==> src/logic/noc_tile_pkg.sv <==
package noc_tile_pkg;

  // widths
  localparam int noc_data_width = 64;
  localparam int wb_addr_width  = 40;
  localparam int coord_width    = 8;
  localparam int fbits_width    = 4;

  // fixed destination is the L2 home tile at the origin
  localparam logic [coord_width-1:0] l2_dest_x  = 8'd0;
  localparam logic [coord_width-1:0] l2_dest_y  = 8'd0;
  localparam logic [fbits_width-1:0] l2_fbits   = 4'b0000;
  localparam logic [fbits_width-1:0] tile_fbits = 4'b0010;

  typedef enum logic [7:0] {
    load_req  = 8'd14,
    store_req = 8'd15,
    store_ack = 8'd28,
    load_ack  = 8'd29
  } noc_msg_e;

  typedef enum logic [2:0] {
    idle,
    send_hdr,
    send_addr,
    send_data,
    wait_hdr,
    wait_data,
    done
  } bridge_state_e;

  ////////////////////
  // flit formats
  ////////////////////

  typedef struct packed {
    logic [coord_width-1:0] dst_x;
    logic [coord_width-1:0] dst_y;
    logic [fbits_width-1:0] dst_fbits;
    // flits following the header
    logic [7:0]             payload_len;
    noc_msg_e               msg_type;
    logic [7:0]             mshr;
    logic [19:0]            reserved;
  } noc_header_t;

  typedef struct packed {
    logic [wb_addr_width-1:0] addr;
    logic [coord_width-1:0]   src_x;
    logic [coord_width-1:0]   src_y;
    logic [fbits_width-1:0]   src_fbits;
    logic [3:0]               reserved;
  } noc_addr_flit_t;

  ////////////////////
  // wishbone and irq
  ////////////////////

  typedef struct packed {
    logic                      cyc;
    logic                      stb;
    logic                      we;
    logic [wb_addr_width-1:0]  adr;
    logic [noc_data_width-1:0] dat;
    logic [7:0]                sel;
  } wb_req_t;

  typedef struct packed {
    logic                      ack;
    logic                      err;
    logic [noc_data_width-1:0] dat;
  } wb_rsp_t;

  typedef struct packed {
    logic [1:0] irq;
    logic       ipi;
    logic       time_irq;
    logic       debug_req;
  } tile_irq_t;

endpackage
==> src/logic/noc_tile_wrap.sv <==
`timescale 1ns/10ps

module noc_tile_wrap #(
  parameter int wake_cnt_width = 16
) (
  input  logic                                    clk_i,
  input  logic                                    reset_l,
  input  logic [noc_tile_pkg::coord_width-1:0]    src_x_i,
  input  logic [noc_tile_pkg::coord_width-1:0]    src_y_i,
  input  noc_tile_pkg::tile_irq_t                 irq_async_i,
  output noc_tile_pkg::tile_irq_t                 irq_o,
  output logic                                    tile_rst_l_o,
  input  noc_tile_pkg::wb_req_t                   wb_req_i,
  output noc_tile_pkg::wb_rsp_t                   wb_rsp_o,
  output logic                                    noc1_valid_o,
  output logic [noc_tile_pkg::noc_data_width-1:0] noc1_data_o,
  input  logic                                    noc1_ready_i,
  input  logic                                    noc2_valid_i,
  input  logic [noc_tile_pkg::noc_data_width-1:0] noc2_data_i,
  output logic                                    noc2_ready_o
);

  logic                                    wake_done;
  noc_tile_pkg::bridge_state_e             flit_sel;
  logic                                    tag_advance;
  logic                                    hdr_capture;
  logic                                    data_capture;
  logic                                    resp_ok;
  logic                                    wb_ack;
  logic                                    wb_err;
  logic [7:0]                              req_tag;
  logic [noc_tile_pkg::noc_data_width-1:0] rd_data;

  ////////////////////
  // reset and sync
  ////////////////////

  wake_up_timer #(
    .wake_cnt_width (wake_cnt_width)
  ) i_wake_up_timer (
    .clk_i       (clk_i),
    .reset_l     (reset_l),
    .wake_done_o (wake_done)
  );

  tile_sync i_tile_sync (
    .clk_i        (clk_i),
    .reset_l      (reset_l),
    .wake_done_i  (wake_done),
    .irq_async_i  (irq_async_i),
    .tile_rst_l_o (tile_rst_l_o),
    .irq_o        (irq_o)
  );

  ////////////////////
  // noc bridge
  ////////////////////

  // bridge runs on the synchronized tile reset
  noc_bridge_fsm i_noc_bridge_fsm (
    .clk_i          (clk_i),
    .rst_l_i        (tile_rst_l_o),
    .wb_cyc_i       (wb_req_i.cyc),
    .wb_stb_i       (wb_req_i.stb),
    .wb_we_i        (wb_req_i.we),
    .noc1_ready_i   (noc1_ready_i),
    .noc2_valid_i   (noc2_valid_i),
    .resp_ok_i      (resp_ok),
    .flit_sel_o     (flit_sel),
    .noc1_valid_o   (noc1_valid_o),
    .noc2_ready_o   (noc2_ready_o),
    .hdr_capture_o  (hdr_capture),
    .data_capture_o (data_capture),
    .tag_advance_o  (tag_advance),
    .wb_ack_o       (wb_ack),
    .wb_err_o       (wb_err)
  );

  noc_flit_packer i_noc_flit_packer (
    .clk_i         (clk_i),
    .rst_l_i       (tile_rst_l_o),
    .wb_req_i      (wb_req_i),
    .flit_sel_i    (flit_sel),
    .tag_advance_i (tag_advance),
    .src_x_i       (src_x_i),
    .src_y_i       (src_y_i),
    .noc1_data_o   (noc1_data_o),
    .req_tag_o     (req_tag)
  );

  noc_resp_unpacker i_noc_resp_unpacker (
    .clk_i          (clk_i),
    .rst_l_i        (tile_rst_l_o),
    .noc2_data_i    (noc2_data_i),
    .hdr_capture_i  (hdr_capture),
    .data_capture_i (data_capture),
    .wb_we_i        (wb_req_i.we),
    .req_tag_i      (req_tag),
    .resp_ok_o      (resp_ok),
    .rd_data_o      (rd_data)
  );

  assign wb_rsp_o.ack = wb_ack;
  assign wb_rsp_o.err = wb_err;
  assign wb_rsp_o.dat = rd_data;

endmodule

==> src/logic/noc_resp_unpacker.sv <==
`timescale 1ns/10ps

module noc_resp_unpacker (
  input  logic                                    clk_i,
  input  logic                                    rst_l_i,
  input  logic [noc_tile_pkg::noc_data_width-1:0] noc2_data_i,
  input  logic                                    hdr_capture_i,
  input  logic                                    data_capture_i,
  input  logic                                    wb_we_i,
  input  logic [7:0]                              req_tag_i,
  output logic                                    resp_ok_o,
  output logic [noc_tile_pkg::noc_data_width-1:0] rd_data_o
);

  noc_tile_pkg::noc_header_t               hdr;
  noc_tile_pkg::noc_msg_e                  exp_msg;
  logic                                    hdr_match;
  logic                                    resp_ok_q;
  logic [noc_tile_pkg::noc_data_width-1:0] rd_data_q;

  assign hdr       = noc_tile_pkg::noc_header_t'(noc2_data_i);
  assign exp_msg   = wb_we_i ? noc_tile_pkg::store_ack : noc_tile_pkg::load_ack;
  // type and tag must both agree with the outstanding request
  assign hdr_match = (hdr.msg_type == exp_msg) && (hdr.mshr == req_tag_i);

  always_ff @(posedge clk_i or negedge rst_l_i) begin
    if (!rst_l_i) begin
      resp_ok_q <= 1'b0;
    end else if (hdr_capture_i) begin
      resp_ok_q <= hdr_match;
    end
  end

  // read data flit held until the next read
  always_ff @(posedge clk_i) begin
    if (data_capture_i) begin
      rd_data_q <= noc2_data_i;
    end
  end

  assign resp_ok_o = resp_ok_q;
  assign rd_data_o = rd_data_q;

endmodule

==> src/logic/noc_flit_packer.sv <==
`timescale 1ns/10ps

module noc_flit_packer (
  input  logic                                     clk_i,
  input  logic                                     rst_l_i,
  input  noc_tile_pkg::wb_req_t                    wb_req_i,
  input  noc_tile_pkg::bridge_state_e              flit_sel_i,
  input  logic                                     tag_advance_i,
  input  logic [noc_tile_pkg::coord_width-1:0]     src_x_i,
  input  logic [noc_tile_pkg::coord_width-1:0]     src_y_i,
  output logic [noc_tile_pkg::noc_data_width-1:0]  noc1_data_o,
  output logic [7:0]                               req_tag_o
);

  logic [7:0]                   tag_q;
  noc_tile_pkg::noc_header_t    hdr;
  noc_tile_pkg::noc_addr_flit_t addr_flit;

  // mshr tag wraps after 255
  always_ff @(posedge clk_i or negedge rst_l_i) begin
    if (!rst_l_i) begin
      tag_q <= '0;
    end else if (tag_advance_i) begin
      tag_q <= tag_q + 8'd1;
    end
  end

  assign req_tag_o = tag_q;

  ////////////////////
  // flit build
  ////////////////////

  assign hdr.dst_x       = noc_tile_pkg::l2_dest_x;
  assign hdr.dst_y       = noc_tile_pkg::l2_dest_y;
  assign hdr.dst_fbits   = noc_tile_pkg::l2_fbits;
  assign hdr.payload_len = wb_req_i.we ? 8'd2 : 8'd1;
  assign hdr.msg_type    = wb_req_i.we ? noc_tile_pkg::store_req : noc_tile_pkg::load_req;
  assign hdr.mshr        = tag_q;
  assign hdr.reserved    = '0;

  assign addr_flit.addr      = wb_req_i.adr;
  assign addr_flit.src_x     = src_x_i;
  assign addr_flit.src_y     = src_y_i;
  assign addr_flit.src_fbits = noc_tile_pkg::tile_fbits;
  assign addr_flit.reserved  = '0;

  always_comb begin
    case (flit_sel_i)
      noc_tile_pkg::send_hdr:  noc1_data_o = hdr;
      noc_tile_pkg::send_addr: noc1_data_o = addr_flit;
      noc_tile_pkg::send_data: noc1_data_o = wb_req_i.dat;
      default:                 noc1_data_o = '0;
    endcase
  end

endmodule

==> src/logic/noc_bridge_fsm.sv <==
`timescale 1ns/10ps

module noc_bridge_fsm (
  input  logic                        clk_i,
  input  logic                        rst_l_i,
  input  logic                        wb_cyc_i,
  input  logic                        wb_stb_i,
  input  logic                        wb_we_i,
  input  logic                        noc1_ready_i,
  input  logic                        noc2_valid_i,
  input  logic                        resp_ok_i,
  output noc_tile_pkg::bridge_state_e flit_sel_o,
  output logic                        noc1_valid_o,
  output logic                        noc2_ready_o,
  output logic                        hdr_capture_o,
  output logic                        data_capture_o,
  output logic                        tag_advance_o,
  output logic                        wb_ack_o,
  output logic                        wb_err_o
);

  noc_tile_pkg::bridge_state_e state_q;
  noc_tile_pkg::bridge_state_e state_d;

  ////////////////////
  // next state
  ////////////////////

  always_comb begin
    state_d = state_q;
    case (state_q)
      noc_tile_pkg::idle: begin
        if (wb_cyc_i && wb_stb_i) begin
          state_d = noc_tile_pkg::send_hdr;
        end
      end
      noc_tile_pkg::send_hdr: begin
        if (noc1_ready_i) begin
          state_d = noc_tile_pkg::send_addr;
        end
      end
      noc_tile_pkg::send_addr: begin
        if (noc1_ready_i) begin
          state_d = wb_we_i ? noc_tile_pkg::send_data : noc_tile_pkg::wait_hdr;
        end
      end
      noc_tile_pkg::send_data: begin
        if (noc1_ready_i) begin
          state_d = noc_tile_pkg::wait_hdr;
        end
      end
      noc_tile_pkg::wait_hdr: begin
        // a read always drains its data flit, even on a bad header
        if (noc2_valid_i) begin
          state_d = wb_we_i ? noc_tile_pkg::done : noc_tile_pkg::wait_data;
        end
      end
      noc_tile_pkg::wait_data: begin
        if (noc2_valid_i) begin
          state_d = noc_tile_pkg::done;
        end
      end
      noc_tile_pkg::done: begin
        state_d = noc_tile_pkg::idle;
      end
      default: begin
        state_d = noc_tile_pkg::idle;
      end
    endcase
  end

  always_ff @(posedge clk_i or negedge rst_l_i) begin
    if (!rst_l_i) begin
      state_q <= noc_tile_pkg::idle;
    end else begin
      state_q <= state_d;
    end
  end

  ////////////////////
  // outputs
  ////////////////////

  assign flit_sel_o     = state_q;
  assign noc1_valid_o   = (state_q == noc_tile_pkg::send_hdr) ||
                          (state_q == noc_tile_pkg::send_addr) ||
                          (state_q == noc_tile_pkg::send_data);
  assign noc2_ready_o   = (state_q == noc_tile_pkg::wait_hdr) ||
                          (state_q == noc_tile_pkg::wait_data);
  assign hdr_capture_o  = (state_q == noc_tile_pkg::wait_hdr) && noc2_valid_i;
  assign data_capture_o = (state_q == noc_tile_pkg::wait_data) && noc2_valid_i;

  // one cycle pulse ends the wishbone cycle
  assign tag_advance_o  = (state_q == noc_tile_pkg::done);
  assign wb_ack_o       = (state_q == noc_tile_pkg::done) && resp_ok_i;
  assign wb_err_o       = (state_q == noc_tile_pkg::done) && !resp_ok_i;

endmodule

==> src/logic/tile_sync.sv <==
`timescale 1ns/10ps

module tile_sync (
  input  logic                    clk_i,
  input  logic                    reset_l,
  input  logic                    wake_done_i,
  input  noc_tile_pkg::tile_irq_t irq_async_i,
  output logic                    tile_rst_l_o,
  output noc_tile_pkg::tile_irq_t irq_o
);

  localparam int irq_width  = $bits(noc_tile_pkg::tile_irq_t);
  localparam int sync_width = irq_width + 1;

  logic [sync_width-1:0] sync_in;
  logic [sync_width-1:0] meta_q;
  logic [sync_width-1:0] sync_q;

  // gated reset sits in the top bit, interrupt lines below it
  assign sync_in = {wake_done_i, irq_async_i};

  ////////////////////
  // two-flop chain
  ////////////////////

  always_ff @(posedge clk_i or negedge reset_l) begin
    if (!reset_l) begin
      meta_q <= '0;
      sync_q <= '0;
    end else begin
      meta_q <= sync_in;
      sync_q <= meta_q;
    end
  end

  assign tile_rst_l_o = sync_q[sync_width-1];
  assign irq_o        = noc_tile_pkg::tile_irq_t'(sync_q[irq_width-1:0]);

endmodule

==> src/logic/wake_up_timer.sv <==
`timescale 1ns/10ps

module wake_up_timer #(
  parameter int wake_cnt_width = 16
) (
  input  logic clk_i,
  input  logic reset_l,
  output logic wake_done_o
);

  logic [wake_cnt_width-1:0] cnt_q;
  logic [wake_cnt_width-1:0] cnt_d;

  // count up until the top bit is set, then hold there
  always_comb begin
    if (cnt_q[wake_cnt_width-1]) begin
      cnt_d = cnt_q;
    end else begin
      cnt_d = cnt_q + 1'b1;
    end
  end

  always_ff @(posedge clk_i or negedge reset_l) begin
    if (!reset_l) begin
      cnt_q <= '0;
    end else begin
      cnt_q <= cnt_d;
    end
  end

  // memories are taken as initialized once the top bit is reached
  assign wake_done_o = cnt_q[wake_cnt_width-1];

endmodule

==> config.mk <==
export PLATFORM = sky130hd
export DESIGN_NAME = noc_tile_wrap
export DESIGN_NICKNAME = d
export VERILOG_FILES = /design/src/logic/noc_tile_pkg.sv /design/src/logic/noc_tile_wrap.sv /design/src/logic/noc_resp_unpacker.sv /design/src/logic/noc_flit_packer.sv /design/src/logic/noc_bridge_fsm.sv /design/src/logic/tile_sync.sv /design/src/logic/wake_up_timer.sv
export SDC_FILE = /design/constraint.sdc
export NUM_CORES = 1
export LEC_CHECK = 0
export ABC_AREA = 1
export BUFFER_PORTS_ARGS = -buffer_cell sky130_fd_sc_hd__buf_2
export CORE_AREA = 2 2 132 134
export CTS_BUF_LIST = sky130_fd_sc_hd__clkbuf_2
export DETAILED_ROUTE_END_ITERATION = 16
export DIE_AREA = 0 0 134 136
export PLACE_DENSITY_LB_ADDON = 0.15
export SYNTH_ARGS = -nofsm -noshare
export SYNTH_HDL_FRONTEND = slang
export SYNTH_SLANG_ARGS = --single-unit
==> constraint.sdc <==
create_clock -name clk_i -period 3.2 [get_ports clk_i]
set_clock_uncertainty 0.15 [all_clocks]
set_input_delay 0.48 -clock clk_i [delete_from_list [all_inputs] [get_ports clk_i]]
set_output_delay 0.48 -clock clk_i [all_outputs]
set_load 0.03 [all_outputs]
==> summary.md <==
| Metric | Value |
|---|---|
| Outcome | finished clean |
| Final Util | 43.3% |
| Remaining routing DRC violations | 0 |
| TritonCTS clock tree | done |
| Chip height | 136 µm |
| Most frequent cells in the layout | buf_2, nand2_1, dlygate4sd3_1 |
| Min cycle time layout | 2.90 ns |
| Min-delay worst type | reg2async |
| Detail Placement HPWL | 12300 µm |
| Vias in the first global route | 4341 |
| Pre-antenna DRT Iters | 5 |
| #FFs+latches synth | 104 |
| Crit Path Category | reg2out |
| Final GP Congestion | 0.821 |
| Final setup viols | 0 |
| Final WL | 15800 µm |
| Die width | 134 µm |
| Wire length per cell | 15.1 µm |
| Setup crit start kind | flop |
| Netlist cell types | 27 |
| Placed cells | 958 |
| Power Density | 598 nW/µm² |
| IO Pins | 342 |
| Max Freq | 0.345 GHz |
| Final count of hold timing violations | 0 |
| Max Root-Sink Buffers | 2 |
| Reg clk slew, reported paths | 0.27 ns |
| CORE AREA | 16900 µm² |
| Total CTS buffers | 9 |
| Root Buffer | clkbuf_2 |
| Endpoint class of the critical path | output pin |
| Starting Density | 27.2% |
| Sink Count | 104 |
| Post-Syn Area per Cell | 11.2 µm² |
| Crit path max fanout | 56 |
| Via Count | 4503 |
| Total negative slack | 0 ns |
| Final period util | 90.6% |
| Antenna Nets Post-Route | 0 |
| H-tree levels | 3 |
| Final Max Tran Viols | 0 |
| Largest vdd supply drop | 0.318 mV |
| Least-Margin Pin Slew | 0.608 ns |
| IO buf count | 333 |
| Drt initial violations | 197 |
| All-Layer GR Usage | 16.4% |
| Total gr overflow | 0 |
| Antenna violations before repair | 4 |
| Syn Nets | 618 |
| CP arrival | 2.27 ns |
| FP Rows | 48 |
| Lkg Pwr | 0.00367 µW |
| Synth-to-layout area growth | 59.0% |
| Die area | 18200 µm² |
| Yosys warns | 0 |
| Register area share after synthesis | 63.6% |
| Cells after Synth | 412 |
| Cell area after synthesis | 4600 µm² |
| Layout cells sized above 1 | 44.3% |
| Max cap viols | 0 |
| RSZ-0062 raised after global routing | false |
| Worst-Skew Late Latency | 0.58 ns |
| Worst Path Required | 2.57 ns |
| Nets | 1021 |
| Commonest non-fill, non-tap cell in the layout | buf_2 |
| First-pass GRT wire length | 23100 µm |
| Largest net degree at the start of global routing | 65 |
| Final non-filler cell total | 1049 |
| Post-DR vias/cell | 4.29 |
| Max-slew headroom | 59.5% |
[routing by layer]
layer / global-route usage [%] / routed length [µm]
met1: 21.9 / 6950
met4: 4.67 / 260
met2: 26.6 / 7700
met5: 0 / 27
met3: 3.99 / 889
[per-stage QoR]
stage	instance area, µm²	setup WS, ns	hold WS (ns)	power (µW)
2_1_floorplan	4600	0.374	0.0344	3130
5_1_grt	7300	0.0673	0.0458	4620
4_1_cts	7300	0.254	0.0122	4420
3_5_place_dp	6480	0.967	0.0204	3770
3_3_place_gp	6480	1.01	0.0218	3750
6_report	7310	0.300	0.0174	4370
[power by group]
group	internal, µW	switching (µW)	leakage, µW
Sequential	1530	79.9	0.00108
Combinational	709	1490	0.00252
Clock	113	453	0.0000634
[what timing repair did]
action                                 CTS  global route
resized for setup                        0             0
endpoints found under the hold margin   98             0
hold buffers                            71             0
buffers inserted                         0             0
[cells in the mapped netlist]
cell type	number	area share [%]
inv_2	4	0.33
nor3_1	4	0.44
o21ai_0	13	1.4
nand2_2	1	0.14
edfxtp_1	64	42
inv_1	45	3.7
a22o_1	42	8.0
xor2_1	11	2.1
xnor2_1	6	1.1
o211ai_1	2	0.33
a22oi_2	2	0.54
clkbuf_2	1	0.11
nand2_1	86	7.0
a22oi_1	6	0.98
nand3_1	20	2.2
nand4_1	5	0.68
dfrtp_1	40	22
a21oi_1	2	0.22
nor2_1	36	2.9
buf_6	9	2.2
ha_1	2	0.54
o21bai_1	1	0.16
buf_2	2	0.22
nor2_2	3	0.41
o22ai_1	1	0.14
clkbuf_1	2	0.16
buf_4	2	0.33
[worst paths after layout]
path / slack [ns] / startpoint / to / cells after the start
worst max-delay path: 0.30 / i_noc_bridge_fsm.flit_sel_o[1]$_DFFE_PN0P_ / noc1_data_o[27] / 8
worst min-delay path: 0.02 / i_tile_sync.sync_q[5]$_DFF_PN0_ / i_noc_flit_packer.req_tag_o[7]$_DFFE_PN0N_ / 1
worst max register to register: 1.37 / i_noc_bridge_fsm.flit_sel_o[0]$_DFFE_PN0P_ / i_noc_flit_packer.req_tag_o[7]$_DFFE_PN0N_ / 5
worst min register to register: 0.02 / i_tile_sync.sync_q[5]$_DFF_PN0_ / i_noc_flit_packer.req_tag_o[7]$_DFFE_PN0N_ / 1
max in group asynchronous: 2.26 / reset_l / i_tile_sync.sync_q[5]$_DFF_PN0_ / 2
min in group clk_i: 0.13 / wb_req_i[113] / i_noc_bridge_fsm.flit_sel_o[2]$_DFFE_PN0P_ / 5
[final cells by class]
| class | instances | area [µm²] |
|---|---|---|
| tap | 225 | 282 |
| clock buffer | 9 | 45.0 |
| timing repair buffer | 408 | 2440 |
| multi-input combinational | 243 | 1360 |
| inverter | 49 | 184 |
| antenna | 4 | 10.0 |
| sequential | 104 | 2920 |
| fill | 1681 | 9570 |
| clock inverter | 7 | 56.3 |
[registers in the layout, summed over array words and instances, names as in the netlist]
name,count
i_wake_up_timer.cnt_q,16
i_noc_resp_unpacker.resp_ok_o,1
i_noc_flit_packer.req_tag_o,8
i_tile_sync.sync_q,6
i_tile_sync.meta_q,6
i_noc_bridge_fsm.flit_sel_o,3
i_noc_resp_unpacker.rd_data_o,64
[critical path, cell delays in order (launching register included)]
cell	delay [ns]
dfrtp_1	0.52
inv_2	0.08
nor2_2	0.14
nand2_2	0.15
inv_2	0.10
buf_12	0.23
nand2_1	0.10
o211ai_1	0.09
buf_2	0.24
[kinds of logic after synthesis]
logic type	count (synthesis)	share of synthesized area, %
flops	104	63.6
xor+xnor	17	3.24
buf+inv	65	7.02
simple gates	155	13.8
fa+ha+maj	2	0.544
compound gates	69	11.8
Note: power is estimated with default switching activity, not from simulation.
